`src/hw/icache_geom_pkg.sv`:
```
/*
  Geometry of the instruction cache.
  Line size, set count and way count must be powers of two.
  Fetches are 32-bit aligned and the two low address bits are ignored.
  The memory port is one line wide, so a refill is a single beat.
*/
package icache_geom_pkg;

  ////////////////////////////////////////
  // fetch side
  ////////////////////////////////////////

  // physical fetch address, no translation in front of the cache
  localparam int ADDR_BITS  = 32;
  // one instruction word per fetch
  localparam int FETCH_BITS = 32;

  ////////////////////////////////////////
  // array organisation
  ////////////////////////////////////////

  localparam int LINE_BYTES = 16;
  localparam int NUM_SETS   = 64;
  localparam int NUM_WAYS   = 4;

  // derived field widths
  localparam int LINE_BITS      = LINE_BYTES * 8;
  localparam int OFFSET_BITS    = $clog2(LINE_BYTES);
  localparam int INDEX_BITS     = $clog2(NUM_SETS);
  localparam int TAG_BITS       = ADDR_BITS - INDEX_BITS - OFFSET_BITS;
  localparam int WAY_BITS       = $clog2(NUM_WAYS);
  // word position inside a line
  localparam int WORD_BITS      = $clog2(LINE_BITS / FETCH_BITS);
  // tag and index together, the address of a whole line
  localparam int LINE_ADDR_BITS = ADDR_BITS - OFFSET_BITS;

  ////////////////////////////////////////
  // victim selection
  ////////////////////////////////////////

  // 8-bit galois lfsr, x^8 + x^6 + x^5 + x^4 + 1
  localparam logic [7:0] LFSR_SEED = 8'hA5;
  localparam logic [7:0] LFSR_TAPS = 8'hB8;

endpackage

```
`src/hw/icache_way_ram.sv`:
```
/*
  Synchronous single-port RAM for one cache way.
  Read data appears one cycle after rd_en_i and holds until the next read.
  A write to the address being read returns the new entry (write first).
  No reset, contents are undefined until the flush has run.
*/
`timescale 1ns/1ps

module icache_way_ram
  import icache_geom_pkg::*;
#(
  parameter type entry_t     = logic,
  parameter int  NUM_ENTRIES = NUM_SETS
) (
  input  logic                  clk_i,
  input  logic                  rd_en_i,
  input  logic [INDEX_BITS-1:0] rd_index_i,
  input  logic                  wr_en_i,
  input  logic [INDEX_BITS-1:0] wr_index_i,
  input  entry_t                wr_data_i,
  output entry_t                rd_data_o
);

  // storage, one entry per set
  entry_t mem_q [NUM_ENTRIES];

  always_ff @(posedge clk_i) begin : p_write
    if (wr_en_i) begin
      mem_q[wr_index_i] <= wr_data_i;
    end
  end

  // registered read port
  always_ff @(posedge clk_i) begin : p_read
    if (rd_en_i) begin
      // bypass so a same-cycle write is seen
      if (wr_en_i && (wr_index_i == rd_index_i)) begin
        rd_data_o <= wr_data_i;
      end else begin
        rd_data_o <= mem_q[rd_index_i];
      end
    end
  end

endmodule

```
`config.mk`:
```
export PLATFORM = sky130hd
export DESIGN_NAME = icache_way_ram
export DESIGN_NICKNAME = d
export VERILOG_FILES = /design/src/hw/icache_geom_pkg.sv /design/src/hw/icache_way_ram.sv
export SDC_FILE = /design/constraint.sdc
export NUM_CORES = 1
export LEC_CHECK = 0
export ABC_AREA = 0
export BUFFER_PORTS_ARGS = -buffer_cell sky130_fd_sc_hd__buf_4
export CAP_MARGIN = 20
export CORE_AREA = 3 3 90 71
export CTS_BUF_LIST = sky130_fd_sc_hd__clkbuf_4 sky130_fd_sc_hd__clkbuf_8 sky130_fd_sc_hd__clkbuf_16
export CTS_CLUSTER_DIAMETER = 150
export DETAILED_ROUTE_END_ITERATION = 10
export DIE_AREA = 0 0 93 74
export GPL_ROUTABILITY_DRIVEN = 0
export GPL_TIMING_DRIVEN = 0
export PLACE_DENSITY = 0.72
export SETUP_SLACK_MARGIN = 0.15
export SLEW_MARGIN = 15
export SYNTH_ARGS = -nofsm -noshare
export SYNTH_HDL_FRONTEND = slang
export SYNTH_SLANG_ARGS = --single-unit
export TNS_END_PERCENT = 30
```
`constraint.sdc`:
```
create_clock -name clk_i -period 1.9 [get_ports clk_i]
set_input_delay 0.095 -clock clk_i [delete_from_list [all_inputs] [get_ports clk_i]]
set_output_delay 0.095 -clock clk_i [all_outputs]
set_load 0.01 [all_outputs]
```
* Word-level counts from Yosys, hierarchy flattened
Memory sizes are Yosys's and may differ from the RTL's. A register that Yosys moved wholly into a read port is not among the register bits. Cells that the tools add are included.
Cells by class: multiplexer cells 2
Operator list (number):
- 1-bit two-way mux | 2
Storage, ports and cells: memories 1, bits in registers 0, word-level logic and storage cells 3, bits in writable memories 64
Memories:
- mem_q | depth 64, bits a word 1, read ports 1, clocked after Yosys merged registers in 1, wr ports 1, line icache_way_ram.sv:25 | entry_t mem_q [NUM_ENTRIES];

* Logic depth before layout (Yosys ltp)
Gate-level depths: netlist (run 1).
depth after elaboration 2, mapped depth 7, gate-level depth less buffers 5

* Worst setup path after synthesis (run 1)
Ideal clock, no wire load.
path type register to register, start memory mem_q[58] in the netlist's numbering, end register rd_data_o (read register of mem_q) (data pin), path slack 189 ps, clock period less this slack 1711 ps, library setup time 266 ps, path buffers 0, required time 1634 ps, cell stages (with the launch flop) 5, arrival 1444 ps, cells stage by stage edfxtp_1 mux4_1 mux4_2 o21ai_1 a211oi_1
RTL lines:
- start: declaration | line icache_way_ram.sv:25
- end: declaration | line icache_way_ram.sv:21 | output entry_t rd_data_o

==> impl_metrics.prom, run 1 <==
# TYPE chip_impl_metric gauge
chip_impl_metric{name="floorplan.initialDensity",unit="%"} 53.86
chip_impl_metric{name="period_share",unit="%"} 95.45
chip_impl_metric{name="synth_adder_area_share",unit="%"} 0
chip_impl_metric{name="drt_first_iter_violations",unit=""} 141
chip_impl_metric{name="syn-num-nets",unit=""} 241
chip_impl_metric{name="timing.fmax",unit="GHz"} 0.5514
chip_impl_metric{name="portion_of_netlist_area_occupied_by_mux_cells",unit="%"} 13.29
chip_impl_metric{name="global_route.overflow_total",unit=""} 0
chip_impl_metric{name="number_of_enable_flip_flop_cells_after_synthesis",unit=""} 65
chip_impl_metric{name="synth-seq-area-share",unit="%"} 64.20
chip_impl_metric{name="port_buffers",unit=""} 11
chip_impl_metric{name="tritoncts.num_buffers",unit=""} 9
chip_impl_metric{name="power.share.clock",unit="%"} 41.5
chip_impl_metric{name="antenna-diode-count",unit=""} 0
chip_impl_metric{name="route.detailed.wl_per_inst",unit="microns"} 18.31
chip_impl_metric{name="placed_cells",unit=""} 314
chip_impl_metric{name="share_of_cells_above_drive_strength_1",unit="%"} 20.16
chip_impl_info{name="hold_class",value="input port to register"} 1
chip_impl_info{name="tritoncts",value="yes"} 1
chip_impl_metric{name="layout-area-overhead-vs-synth",unit="%"} 13.62
chip_impl_metric{name="timing.critical_path.required",unit="ps"} 1990
chip_impl_info{name="worst_hold_startpoint",value="rd_index_i[5]"} 1
chip_impl_metric{name="whs",unit="ps"} 208.6
chip_impl_metric{name="floorplan.die.height",unit="microns"} 74
chip_impl_info{name="r2r_start",value="mem_q[54]"} 1
chip_impl_metric{name="path_clk_slew",unit="ps"} 70
chip_impl_info{name="outcome",value="finished, final reports clean"} 1
chip_impl_metric{name="pwr_density_cell",unit="nW/um^2"} 903.9
chip_impl_metric{name="syn_area",unit="sq um"} 3040
chip_impl_info{name="startpoint",value="mem_q[54]"} 1
chip_impl_metric{name="cts_sinks",unit=""} 65
chip_impl_metric{name="route.met3.wl",unit="microns"} 579
chip_impl_metric{name="synth_seq_cells",unit=""} 65
chip_impl_metric{name="route.antenna.remaining_nets",unit=""} 0
chip_impl_metric{name="clock_latency",unit="ps"} 350
chip_impl_metric{name="cell_internal_pwr",unit="mW"} 2.441
chip_impl_info{name="critPathMostFrequentCell",value="mux4_2"} 1
chip_impl_info{name="synth_top_flop_cell",value="edfxtp_1"} 1
chip_impl_info{name="critical_path_class",value="register to register"} 1
chip_impl_metric{name="drv_cap",unit=""} 0
chip_impl_metric{name="number_of_top_level_pins",unit=""} 17
chip_impl_info{name="most-common-layout-cells",value="nor2_1, edfxtp_1, mux4_2"} 1
chip_impl_metric{name="nets",unit=""} 264
chip_impl_metric{name="final_cells",unit=""} 331
chip_impl_metric{name="critPathArrivalTime",unit="ps"} 1900
chip_impl_metric{name="synth_compound_gate_area_share",unit="%"} 2.510
chip_impl_metric{name="h-tree-depth",unit=""} 3
chip_impl_metric{name="synthXorXnorAreaFrac",unit="%"} 1.728
chip_impl_metric{name="timing_worst_slew_pin_value",unit="ps"} 552.0
chip_impl_metric{name="timing.final.ws_setup",unit="ps"} 86.37
chip_impl_metric{name="grt_pass1_wl",unit="mm"} 9.694
chip_impl_metric{name="design.core.area",unit="sq um"} 5645
chip_impl_metric{name="asyncSetResetFlopFracSynth",unit="%"} 0
chip_impl_metric{name="count_of_different_cell_masters_after_synthesis",unit=""} 35
chip_impl_metric{name="share_seq_of_total_power",unit="%"} 51.0
chip_impl_metric{name="p_leak",unit="nW"} 1.076
chip_impl_metric{name="vias_per_cell",unit=""} 5.640
chip_impl_metric{name="timing_max_transition_violations_final",unit=""} 0
chip_impl_metric{name="skew",unit="ps"} 4.322
chip_impl_metric{name="dp_slack",unit="ps"} -68.34
chip_impl_metric{name="die_w",unit="microns"} 93
chip_impl_metric{name="post_cts_setup_repair_buffer_count",unit=""} 0
chip_impl_metric{name="hold_violations",unit=""} 0
chip_impl_metric{name="grt_max_degree",unit=""} 66
chip_impl_metric{name="finalWirelength",unit="mm"} 6.060
chip_impl_metric{name="antenna_violations_before_repair",unit=""} 0
chip_impl_metric{name="p_comb_share",unit="%"} 7.5
chip_impl_info{name="unrepaired_setup_endpoints_after_global_routing",value="yes"} 1
chip_impl_metric{name="power.switching_fraction",unit="%"} 21.81
chip_impl_metric{name="synthSimpleGateAreaFrac",unit="%"} 15.88
chip_impl_info{name="setup.worst_path.end_class",value="register"} 1
chip_impl_metric{name="finalCriticalPeriod",unit="ps"} 1814
chip_impl_metric{name="vias_in_the_first_global_route",unit=""} 1803
chip_impl_info{name="timing.critical_path.cells",value="mux4_2 > mux4_2 > o21ai_1 > a211oi_1"} 1
chip_impl_metric{name="drc",unit=""} 0
chip_impl_metric{name="worst_slew_margin_rel",unit="%"} 63.20
chip_impl_info{name="top_layer_used",value="met4"} 1
chip_impl_metric{name="avgSynthCellArea",unit="sq um"} 13.51
chip_impl_info{name="mostFrequentLayoutCell",value="nor2_1"} 1
chip_impl_metric{name="global_route.usage.total",unit="%"} 20.17
chip_impl_info{name="timing.critical_path.from_type",value="register"} 1
chip_impl_metric{name="yosys_warning_total",unit=""} 0
chip_impl_metric{name="detailed_place_hpwl",unit="mm"} 3.920
chip_impl_metric{name="slowest_delay",unit="ps"} 480
chip_impl_info{name="dominant_combinational_cell_family_by_area_after_synthesis",value="simple AND/OR/NAND/NOR gates"} 1
chip_impl_metric{name="switching_power",unit="uW"} 681.2
chip_impl_metric{name="max-vdd-ir-drop",unit="mV"} 0.5676
chip_impl_metric{name="met1_length",unit="mm"} 2.571
chip_impl_metric{name="wl_met2",unit="mm"} 2.841
chip_impl_metric{name="first_pass_iters",unit=""} 4
chip_impl_info{name="ctsRootBufferMaster",value="clkbuf_8"} 1
chip_impl_metric{name="cts_buffer_depth",unit=""} 2
chip_impl_metric{name="setup_viol_count_final",unit=""} 0
chip_impl_info{name="slowest_stage",value="mux4_2"} 1
chip_impl_metric{name="std_cell_rows",unit=""} 24
chip_impl_metric{name="die-area",unit="sq um"} 6882
chip_impl_metric{name="crit_path_max_fanout",unit=""} 1
chip_impl_metric{name="num_vias",unit=""} 1867
chip_impl_metric{name="post_synth_inst_count",unit=""} 225
what timing repair did:
| item | in CTS | in global routing |
|---|---|---|
| hold endpoints to repair | 1 | 0 |
| resized for setup | 2 | 1 |
| endpoints found under the setup margin | 1 | 1 |
| pin swaps | 1 | 0 |
| hold buffers | 1 | 0 |
path summary, 6_finish.rpt:
path | depth (start not counted) | slack, ps | to
max reg2reg | 4 | 90 | rd_data_o
min reg2reg | 5 | 1110 | rd_data_o
max | 4 | 90 | rd_data_o
min | 3 | 210 | rd_data_o
synthesized netlist by cell type (3+ instances only):
cell,count,share of area [%]
buf_2,4,0.66
clkbuf_1,8,0.99
edfxtp_1,65,64
mux2_2,3,1.1
mux2i_1,7,2.3
mux4_2,11,8.1
nand2_1,6,0.74
nand3_1,7,1.2
nand3b_1,4,0.99
nand4_1,3,0.62
nor2_1,67,8.3
nor2b_1,5,1.0
nor3_1,3,0.49
xnor2_1,6,1.7
power groups by stage:
stage,combinational (mW),clock [mW],sequential [mW]
finish,0.233,1.30,1.59
global route,0.257,1.41,1.59
CTS,0.235,1.32,1.59
detailed placement,0.231,0,1.62
global placement,0.229,0,1.62
floorplan,0.143,0,1.62
critical path, delay by kind of cell, from the launching register on:
family             cells  cell delay [ps]
DFF                    1              370
AOI/OAI and AO/OA      2              220
muxes                  2              960
routing by layer:
metal  up-vias  global-route usage (%)
li1        882                       -
met1       918                   26.79
met2        59                   29.69
met3         8                   10.21
met4         0                   5.854
met5         -                       0
area by class of cell:
| type | count | area (sq um) |
|---|---|---|
| Inverter | 1 | 3.754 |
| Buffer | 14 | 68.82 |
| Fill cell | 479 | 2191 |
| Clock inverter | 6 | 92.59 |
| Tap cell | 78 | 97.59 |
| Sequential cell | 65 | 1952 |
| Multi-Input combinational cell | 145 | 1016 |
| Clock buffer | 10 | 131.4 |
| Timing Repair Buffer | 12 | 92.59 |
sequential cells by signal, indices dropped and copies added, names as in the netlist:
signal,cells
mem_q,64
rd_data_o,1
cell families after synthesis:
| family | count (synthesis) |
|---|---|
| XOR/XNOR | 6 |
| AND/OR/NAND/NOR | 106 |
| multiplexers | 23 |
| AO/OA/AOI/OAI | 10 |
| buffers and inverters | 15 |
| flip-flops | 65 |
stage by stage:
stage | cell area [sq um] | utilization, % | power (mW) | TNS (ps)
global placement | 3221 | 57.05 | 1.852 | -49.56
floorplan | 3040 | - | 1.767 | 0
global route | 3455 | 61.19 | 3.257 | 0
finish | 3455 | 61.19 | 3.123 | 0
detailed placement | 3221 | 57.05 | 1.854 | -68.34
CTS | 3458 | 61.26 | 3.145 | 0
Power figures use the tool's default switching activity.
==> run 2: changes to the inputs <==
--- a/config.mk
+++ b/config.mk
@@ -5,17 +5,18 @@
 export SDC_FILE = /design/constraint.sdc
 export NUM_CORES = 1
 export LEC_CHECK = 0
-export ABC_AREA = 0
+export ABC_AREA = 1
 export BUFFER_PORTS_ARGS = -buffer_cell sky130_fd_sc_hd__buf_4
 export CAP_MARGIN = 20
-export CORE_AREA = 3 3 90 71
+export CORE_AREA = 3 3 93 73
 export CTS_BUF_LIST = sky130_fd_sc_hd__clkbuf_4 sky130_fd_sc_hd__clkbuf_8 sky130_fd_sc_hd__clkbuf_16
 export CTS_CLUSTER_DIAMETER = 150
 export DETAILED_ROUTE_END_ITERATION = 10
-export DIE_AREA = 0 0 93 74
+export DIE_AREA = 0 0 96 76
 export GPL_ROUTABILITY_DRIVEN = 0
 export GPL_TIMING_DRIVEN = 0
-export PLACE_DENSITY = 0.72
+export MAX_ROUTING_LAYER = met4
+export PLACE_DENSITY = 0.71
 export SETUP_SLACK_MARGIN = 0.15
 export SLEW_MARGIN = 15
 export SYNTH_ARGS = -nofsm -noshare
==> run 2 against run 1 <==
Against the previous run:
- first-iteration DRC count up 110%
- cell area up 4.0%
- die area up 6.0%
- maximum frequency up 33%
- cell count up 32%
- worst setup slack better by 450 ps
- wire length up 28%
- critical path depth up 6
- hold slack worse by 55 ps
- critical endpoint unchanged
- largest power group unchanged
==> impl_metrics.prom, run 2 <==
# TYPE chip_impl_metric gauge
chip_impl_metric{name="layout-area-overhead-vs-synth",unit="%"} 12.14
chip_impl_metric{name="synth-seq-area-share",unit="%"} 60.91
chip_impl_metric{name="global_route.overflow_total",unit=""} 0
chip_impl_metric{name="skew",unit="ps"} 4.459
chip_impl_metric{name="pwr_density_cell",unit="nW/um^2"} 878.9
chip_impl_metric{name="p_comb_share",unit="%"} 9.2
chip_impl_metric{name="finalCriticalPeriod",unit="ps"} 1366
chip_impl_metric{name="tritoncts.num_buffers",unit=""} 9
chip_impl_metric{name="clock_latency",unit="ps"} 350
chip_impl_info{name="ctsRootBufferMaster",value="clkbuf_8"} 1
chip_impl_metric{name="max-vdd-ir-drop",unit="mV"} 0.5996
chip_impl_info{name="hold_class",value="input port to register"} 1
chip_impl_metric{name="cell_depth_of_the_worst_min_delay_path",unit=""} 2
chip_impl_metric{name="timing_worst_slew_pin_value",unit="ps"} 561.9
chip_impl_info{name="mostFrequentLayoutCell",value="nand2_1"} 1
chip_impl_info{name="slowest_stage",value="edfxtp_1"} 1
chip_impl_metric{name="route.antenna.remaining_nets",unit=""} 0
chip_impl_metric{name="totalPowerFinal",unit="mW"} 3.158
chip_impl_metric{name="share_of_cells_above_drive_strength_1",unit="%"} 13.06
chip_impl_metric{name="global_route.usage.total",unit="%"} 23.68
chip_impl_metric{name="post_synth_inst_count",unit=""} 334
chip_impl_metric{name="port_buffers",unit=""} 9
chip_impl_metric{name="path_clk_slew",unit="ps"} 70
chip_impl_metric{name="slowest_delay",unit="ps"} 360
chip_impl_metric{name="worst-r2r-cell-count",unit=""} 10
chip_impl_info{name="critical_path_class",value="register to register"} 1
chip_impl_metric{name="std_cell_rows",unit=""} 24
chip_impl_metric{name="timing.critical_path.required",unit="ps"} 2000
chip_impl_metric{name="timing_max_transition_violations_final",unit=""} 0
chip_impl_metric{name="number_of_top_level_pins",unit=""} 17
chip_impl_info{name="timing.critical_path.cells",value="nand2_1 > nand3_1 > nand3_1 > nand2_1 > nand2_1 > nand3_1 > nand3_1 > nand2_1 > nand2_1 > nand2_1"} 1
chip_impl_metric{name="cts_sinks",unit=""} 65
chip_impl_metric{name="timing.fmax",unit="GHz"} 0.7318
chip_impl_metric{name="syn_area",unit="sq um"} 3204
chip_impl_info{name="global_route.peak_usage_layer",value="met1"} 1
chip_impl_metric{name="combined_buffer_and_inverter_count_along_the_critical_path",unit=""} 0
chip_impl_info{name="regMostFlops",value="mem_q"} 1
chip_impl_info{name="r2r_start",value="mem_q[13]"} 1
chip_impl_metric{name="number_of_enable_flip_flop_cells_after_synthesis",unit=""} 65
chip_impl_metric{name="power.share.clock",unit="%"} 40.4
chip_impl_metric{name="grt.met2_usage",unit="%"} 32.80
chip_impl_metric{name="floorplan.initialDensity",unit="%"} 54.72
chip_impl_info{name="synth.largest_area_cell",value="edfxtp_1"} 1
chip_impl_metric{name="grt_pass1_wl",unit="mm"} 12.16
chip_impl_metric{name="first_pass_iters",unit=""} 5
chip_impl_metric{name="setup_viol_count_final",unit=""} 0
chip_impl_metric{name="hold_violations",unit=""} 0
chip_impl_metric{name="num_vias",unit=""} 2474
chip_impl_metric{name="avgSynthCellArea",unit="sq um"} 9.594
chip_impl_info{name="worst_hold_startpoint",value="wr_index_i[0]"} 1
chip_impl_info{name="outcome",value="finished, final reports clean"} 1
chip_impl_metric{name="count_of_different_cell_masters_after_synthesis",unit=""} 18
chip_impl_metric{name="grt_max_degree",unit=""} 66
chip_impl_metric{name="floorplan.die.height",unit="microns"} 76
chip_impl_metric{name="h-tree-depth",unit=""} 3
chip_impl_metric{name="finalWirelength",unit="mm"} 7.740
chip_impl_info{name="timing.hold.worst_endpoint",value="mem_q[34]"} 1
chip_impl_metric{name="fillCellCount",unit=""} 510
chip_impl_metric{name="gr-usage-met3",unit="%"} 6.614
chip_impl_metric{name="cell_internal_pwr",unit="mW"} 2.428
chip_impl_info{name="most-common-layout-cells",value="nand2_1, nor2_1, edfxtp_1"} 1
chip_impl_metric{name="setup_total_negative_slack",unit="ps"} 0
chip_impl_metric{name="antenna_violations_before_repair",unit=""} 0
chip_impl_metric{name="syn-num-nets",unit=""} 350
chip_impl_metric{name="detailed_place_hpwl",unit="mm"} 4.981
chip_impl_metric{name="drv_cap",unit=""} 0
chip_impl_metric{name="worst_slew_margin_rel",unit="%"} 62.54
chip_impl_metric{name="drc",unit=""} 0
chip_impl_metric{name="design.core.area",unit="sq um"} 5856
chip_impl_info{name="setup.worst_path.end_class",value="register"} 1
chip_impl_metric{name="critPathArrivalTime",unit="ps"} 1460
chip_impl_metric{name="vias_per_cell",unit=""} 5.648
chip_impl_info{name="tritoncts",value="yes"} 1
chip_impl_metric{name="globalRouteMet1Util",unit="%"} 33.99
chip_impl_info{name="worstReg2RegEnd",value="rd_data_o"} 1
chip_impl_info{name="synth_top_cells_by_area",value="edfxtp_1, nand2_1, nand3_1"} 1
chip_impl_metric{name="p_leak",unit="nW"} 1.312
chip_impl_metric{name="die-area",unit="sq um"} 7296
chip_impl_info{name="dominant_cell_by_count_in_the_synthesized_netlist",value="nand2_1"} 1
chip_impl_info{name="unrepaired_setup_endpoints_after_global_routing",value="no"} 1
chip_impl_metric{name="vias_in_the_first_global_route",unit=""} 2306
chip_impl_info{name="critPathMostFrequentCell",value="nand2_1"} 1
chip_impl_metric{name="antenna-diode-count",unit=""} 0
chip_impl_metric{name="power.switching_fraction",unit="%"} 23.13
chip_impl_metric{name="period_share",unit="%"} 71.92
chip_impl_metric{name="die_w",unit="microns"} 96
chip_impl_metric{name="cts_buffer_depth",unit=""} 2
chip_impl_metric{name="switching_power",unit="uW"} 730.5
chip_impl_metric{name="ctsResizeCount",unit=""} 0
chip_impl_metric{name="largest_register_ff_count",unit=""} 64
chip_impl_metric{name="route.detailed.wl_per_inst",unit="microns"} 17.67
chip_impl_info{name="crit_family",value="simple AND/OR/NAND/NOR gates"} 1
chip_impl_metric{name="nets",unit=""} 371
chip_impl_info{name="timing.critical_path.from_type",value="register"} 1
chip_impl_metric{name="share_seq_of_total_power",unit="%"} 50.4
chip_impl_metric{name="yosys_warning_total",unit=""} 0
chip_impl_metric{name="asyncSetResetFlopFracSynth",unit="%"} 0
chip_impl_info{name="top_regs",value="mem_q: 64 flops, rd_data_o: 1 flops"} 1
chip_impl_metric{name="netlist.area_leader.share",unit="%"} 60.91
chip_impl_metric{name="crit_path_max_fanout",unit=""} 1
chip_impl_info{name="synth_top_flop_cell",value="edfxtp_1"} 1
chip_impl_metric{name="setup.reg_to_reg.worst_slack",unit="ps"} 530
chip_impl_info{name="ys_top_cells_by_count",value="nand2_1, edfxtp_1, nor2_1"} 1
chip_impl_metric{name="synth_seq_cells",unit=""} 65
chip_impl_metric{name="finalCoreUtilization",unit="%"} 61.37
chip_impl_metric{name="drt_first_iter_violations",unit=""} 302
-- run 2: logic make-up after synthesis --
| group | Yosys count | share of synthesized area [%] |
|---|---|---|
| AND/OR/NAND/NOR | 234 | 31.51 |
| flip-flops | 65 | 60.91 |
| buffers and inverters | 32 | 6.755 |
| XOR/XNOR | 3 | 0.8201 |
-- run 2: final cells by class --
class / count / area (sq um) / area share (%)
Buffer: 16 / 148.9 / 4.143
Multi-Input combinational cell: 237 / 1036 / 28.83
Inverter: 16 / 67.56 / 1.880
Sequential cell: 65 / 1952 / 54.32
Clock buffer: 10 / 131.4 / 3.656
Timing Repair Buffer: 10 / 77.57 / 2.159
Tap cell: 78 / 97.59 / 2.716
Clock inverter: 6 / 82.58 / 2.298
-- run 2: how the worst max path moves through the flow --
stage,endpoint,cells past startpoint,from
finish,rd_data_o,10,mem_q[13]
global route,rd_data_o,10,mem_q[41]
CTS,rd_data_o,10,mem_q[13]
detailed placement,mem_q[13],4,wr_en_i
global placement,mem_q[26],4,wr_en_i
floorplan,rd_data_o,12,rd_index_i[1]
-- run 2: power groups by stage --
| stage | clock network, mW | logic (mW) | registers [mW] |
|---|---|---|---|
| floorplan | 0 | 0.179 | 1.62 |
| global placement | 0 | 0.280 | 1.62 |
| detailed placement | 0 | 0.283 | 1.62 |
| CTS | 1.29 | 0.286 | 1.59 |
| global route | 1.35 | 0.320 | 1.59 |
| finish | 1.28 | 0.291 | 1.59 |
-- run 2: per-layer routing --
| layer | vias to the layer above | part of all wire (%) |
|---|---|---|
| li1 | 1175 | - |
| met1 | 1174 | 46 |
| met2 | 107 | 45 |
| met3 | 18 | 7.6 |
| met4 | 0 | 1.5 |
| met5 | - | 0 |
-- run 2: worst register-to-register path: stages, from the launching register on --
cell and delay, ps:
edfxtp_1 360, nand2_1 70, nand3_1 100, nand3_1 110
nand2_1 70, nand2_1 60, nand3_1 70, nand3_1 90
nand2_1 60, nand2_1 50, nand2_1 70
-- run 2: repair_timing --
item | CTS | global route
hold endpoints to repair | 1 | 0
hold buffers | 1 | 0
buffers inserted | 0 | 0
-- run 2: stage by stage --
step / area [sq um] / hold slack (ps) / setup slack [ps] / cells
after floorplan: 3204 / 193.9 / 731.9 / 334
after global placement: 3369 / 292.3 / 337.0 / 421
after detailed placement: 3369 / 295.1 / 295.7 / 421
after CTS: 3593 / 138.7 / 537.7 / 438
after global routing: 3593 / 166.6 / 386.3 / 438
final: 3593 / 153.1 / 533.5 / 438
==> run 3: changes to the inputs <==
--- a/config.mk
+++ b/config.mk
@@ -5,18 +5,18 @@
 export SDC_FILE = /design/constraint.sdc
 export NUM_CORES = 1
 export LEC_CHECK = 0
-export ABC_AREA = 1
+export ABC_AREA = 0
 export BUFFER_PORTS_ARGS = -buffer_cell sky130_fd_sc_hd__buf_4
 export CAP_MARGIN = 20
-export CORE_AREA = 3 3 93 73
+export CORE_AREA = 3 3 90 71
 export CTS_BUF_LIST = sky130_fd_sc_hd__clkbuf_4 sky130_fd_sc_hd__clkbuf_8 sky130_fd_sc_hd__clkbuf_16
 export CTS_CLUSTER_DIAMETER = 150
 export DETAILED_ROUTE_END_ITERATION = 10
-export DIE_AREA = 0 0 96 76
+export DIE_AREA = 0 0 93 74
 export GPL_ROUTABILITY_DRIVEN = 0
 export GPL_TIMING_DRIVEN = 0
 export MAX_ROUTING_LAYER = met4
-export PLACE_DENSITY = 0.71
+export PLACE_DENSITY = 0.72
 export SETUP_SLACK_MARGIN = 0.15
 export SLEW_MARGIN = 15
 export SYNTH_ARGS = -nofsm -noshare
==> constraint.sdc (replaced) <==
create_clock -name clk_i -period 1.3 [get_ports clk_i]
set_input_delay 0.065 -clock clk_i [delete_from_list [all_inputs] [get_ports clk_i]]
set_output_delay 0.065 -clock clk_i [all_outputs]
set_load 0.01 [all_outputs]
==> run 3 against run 2 <==
Against the previous run:
- the run now ends with setup timing left
- first-iteration DRC count is 45% lower
- core utilization increased by 0.18 points
- cell area down 3.3%
- register-to-register slack lost 1100 ps
- sequential power rose by 47%
- count of clock-buffer cells in the layout is 1 higher
- clock power increased by 43%
- cell count fell by 24%
- critical endpoint unchanged
- largest cell class unchanged
==> impl_metrics.prom, run 3 (synthesis gave the netlist of run 1 again) <==
# TYPE chip_impl_metric gauge
chip_impl_info{name="setup.worst_path.end_class",value="register"} 1
chip_impl_metric{name="drt_first_iter_violations",unit=""} 166
chip_impl_metric{name="setup_total_negative_slack",unit="ps"} -565.3
chip_impl_metric{name="p_leak",unit="nW"} 1.103
chip_impl_metric{name="max-vdd-ir-drop",unit="mV"} 0.6879
chip_impl_metric{name="route.antenna.remaining_nets",unit=""} 0
chip_impl_metric{name="layout-area-overhead-vs-synth",unit="%"} 14.28
chip_impl_metric{name="floorplan.die.height",unit="microns"} 74
chip_impl_metric{name="cell_depth_of_the_worst_min_delay_path",unit=""} 3
chip_impl_info{name="timing.critical_path.from_type",value="register"} 1
chip_impl_metric{name="timing.fmax",unit="GHz"} 0.5361
chip_impl_metric{name="global_route.overflow_total",unit=""} 0
chip_impl_metric{name="share_of_cells_above_drive_strength_1",unit="%"} 23.32
chip_impl_metric{name="vias_in_the_first_global_route",unit=""} 1914
chip_impl_metric{name="first_pass_iters",unit=""} 5
chip_impl_metric{name="path_clk_slew",unit="ps"} 70
chip_impl_metric{name="final_cell_area",unit="sq um"} 3475
chip_impl_metric{name="number_of_top_level_pins",unit=""} 17
chip_impl_metric{name="detailed_place_hpwl",unit="mm"} 4.093
chip_impl_info{name="unrepaired_setup_endpoints_after_global_routing",value="yes"} 1
chip_impl_metric{name="tritoncts.num_buffers",unit=""} 9
chip_impl_metric{name="skew",unit="ps"} 4.941
chip_impl_metric{name="largest_register_ff_count",unit=""} 64
chip_impl_metric{name="cts_buffer_depth",unit=""} 2
chip_impl_info{name="outcome",value="finished, violations left"} 1
chip_impl_metric{name="timing.critical_path.required",unit="ps"} 1370
chip_impl_metric{name="pwr_density_cell",unit="nW/um^2"} 1298
chip_impl_metric{name="hold_violations",unit=""} 0
chip_impl_info{name="tritoncts",value="yes"} 1
chip_impl_metric{name="die_w",unit="microns"} 93
chip_impl_metric{name="timing_worst_slew_pin_value",unit="ps"} 563.9
chip_impl_info{name="ctsRootBufferMaster",value="clkbuf_8"} 1
chip_impl_info{name="top_regs",value="mem_q: 64 flops, rd_data_o: 1 flops"} 1
chip_impl_metric{name="dp_slack",unit="ps"} -706.3
chip_impl_metric{name="antenna_violations_before_repair",unit=""} 0
chip_impl_metric{name="floorplan.initialDensity",unit="%"} 53.86
chip_impl_metric{name="worst-r2r-cell-count",unit=""} 5
chip_impl_metric{name="drc",unit=""} 0
chip_impl_metric{name="nets",unit=""} 265
chip_impl_info{name="mostFrequentLayoutCell",value="nor2_1"} 1
chip_impl_metric{name="setup_viol_count_final",unit=""} 1
chip_impl_metric{name="vias_per_cell",unit=""} 5.731
chip_impl_metric{name="die-area",unit="sq um"} 6882
chip_impl_metric{name="timing.final.ws_setup",unit="ps"} -565.3
chip_impl_metric{name="grt_pass1_wl",unit="mm"} 10.03
chip_impl_metric{name="grt_max_degree",unit=""} 66
chip_impl_metric{name="h-tree-depth",unit=""} 3
chip_impl_metric{name="crit_path_max_fanout",unit=""} 1
chip_impl_info{name="hold_class",value="input port to register"} 1
chip_impl_metric{name="placement.cell_area",unit="sq um"} 3237
chip_impl_metric{name="std_cell_rows",unit=""} 24
chip_impl_metric{name="finalWirelength",unit="mm"} 6.304
chip_impl_metric{name="worst_slew_margin_rel",unit="%"} 62.41
chip_impl_metric{name="fillCellCount",unit=""} 482
chip_impl_metric{name="period_share",unit="%"} 143.5
chip_impl_metric{name="design.core.area",unit="sq um"} 5645
chip_impl_metric{name="finalCriticalPeriod",unit="ps"} 1865
chip_impl_metric{name="num_vias",unit=""} 1897
chip_impl_metric{name="clock_latency",unit="ps"} 330
chip_impl_info{name="critical_path_class",value="register to register"} 1
chip_impl_metric{name="port_buffers",unit=""} 11
chip_impl_metric{name="critPathArrivalTime",unit="ps"} 1940
chip_impl_metric{name="cts_sinks",unit=""} 65
chip_impl_metric{name="timing_max_transition_violations_final",unit=""} 0
chip_impl_metric{name="drv_cap",unit=""} 0
chip_impl_info{name="most-common-layout-cells",value="nor2_1, edfxtp_1, mux4_2, buf_4, clkbuf_8"} 1
chip_impl_metric{name="route.detailed.wl_per_inst",unit="microns"} 19.05
chip_impl_metric{name="global_route.usage.total",unit="%"} 21.15
chip_impl_info{name="regMostFlops",value="mem_q"} 1
chip_impl_info{name="violations",value="setup timing"} 1
chip_impl_metric{name="antenna-diode-count",unit=""} 0
[run 3: changes by cell type in the layout (fill, tap and decap cells not counted), moves of 3 or more]
cell and change:
nand3_1 -58, mux2i_1 +7, nor2b_1 +4, mux2_2 +3, buf_6 -8, nand2_2 -5
mux4_2 +13, buf_4 +4, inv_1 -13, xnor2_1 +5, nand4_1 -3, clkbuf_2 +4
nand3b_1 +4, nand2_1 -79
[run 3: timing repair]
action / in CTS / in global routing
pin swaps: 1 / 1
resized for setup: 3 / 2
cloned: 0 / 0
hold endpoints to repair: 1 / 0
setup endpoints to repair: 8 / 24
hold buffers: 1 / 0
buffers inserted: 0 / 1
[run 3: path summary, 6_finish.rpt]
kind / from / to / slack [ps]
setup / recovery: mem_q[17] / rd_data_o / -570
hold reg to reg: mem_q[8] / rd_data_o / 1050
hold / removal: rd_index_i[5] / rd_data_o / 190
setup reg to reg: mem_q[17] / rd_data_o / -570
[run 3: layer usage]
| layer | GRT usage, % | vias to the layer above | wire length [microns] |
|---|---|---|---|
| met2 | 32.96 | 56 | 3049 |
| met1 | 26.03 | 942 | 2670 |
| li1 | - | 883 | - |
| met4 | 9.268 | 0 | 125 |
| met3 | 6.370 | 16 | 458 |
| met5 | - | - | 0 |
[run 3: where the power goes]
part	switching, mW	leakage (nW)	internal [mW]
registers	0.00384	0.585	2.32
logic	0.207	0.410	0.148
clock network	0.726	0.108	1.10
[run 3: final cells by class]
type | instances | area, sq um | area share [%]
tap | 78 | 97.59 | 2.809
multi-input combinational | 145 | 1026 | 29.53
buffer | 14 | 87.58 | 2.521
inverter | 1 | 3.754 | 0.1080
clock buffer | 11 | 138.9 | 3.997
sequential | 65 | 1952 | 56.18
timing repair buffer | 13 | 100.1 | 2.881
clock inverter | 4 | 68.82 | 1.981
[run 3: critical path: stages (launching register included)]
cell and delay [ps]:
edfxtp_1 380, mux4_2 490, a32oi_1 220, o21ai_1 90, nor4_1 330, a211oi_1 100
[run 3: stage by stage]
step	power, mW	hold slack (ps)	util, %	std cells
final	4.511	187.0	61.55	331
after global routing	4.642	192.4	61.55	331
after floorplan	2.590	163.9	-	225
after CTS	4.542	174.0	61.39	330
after detailed placement	2.723	268.2	57.34	314
after global placement	2.714	264.9	57.34	314
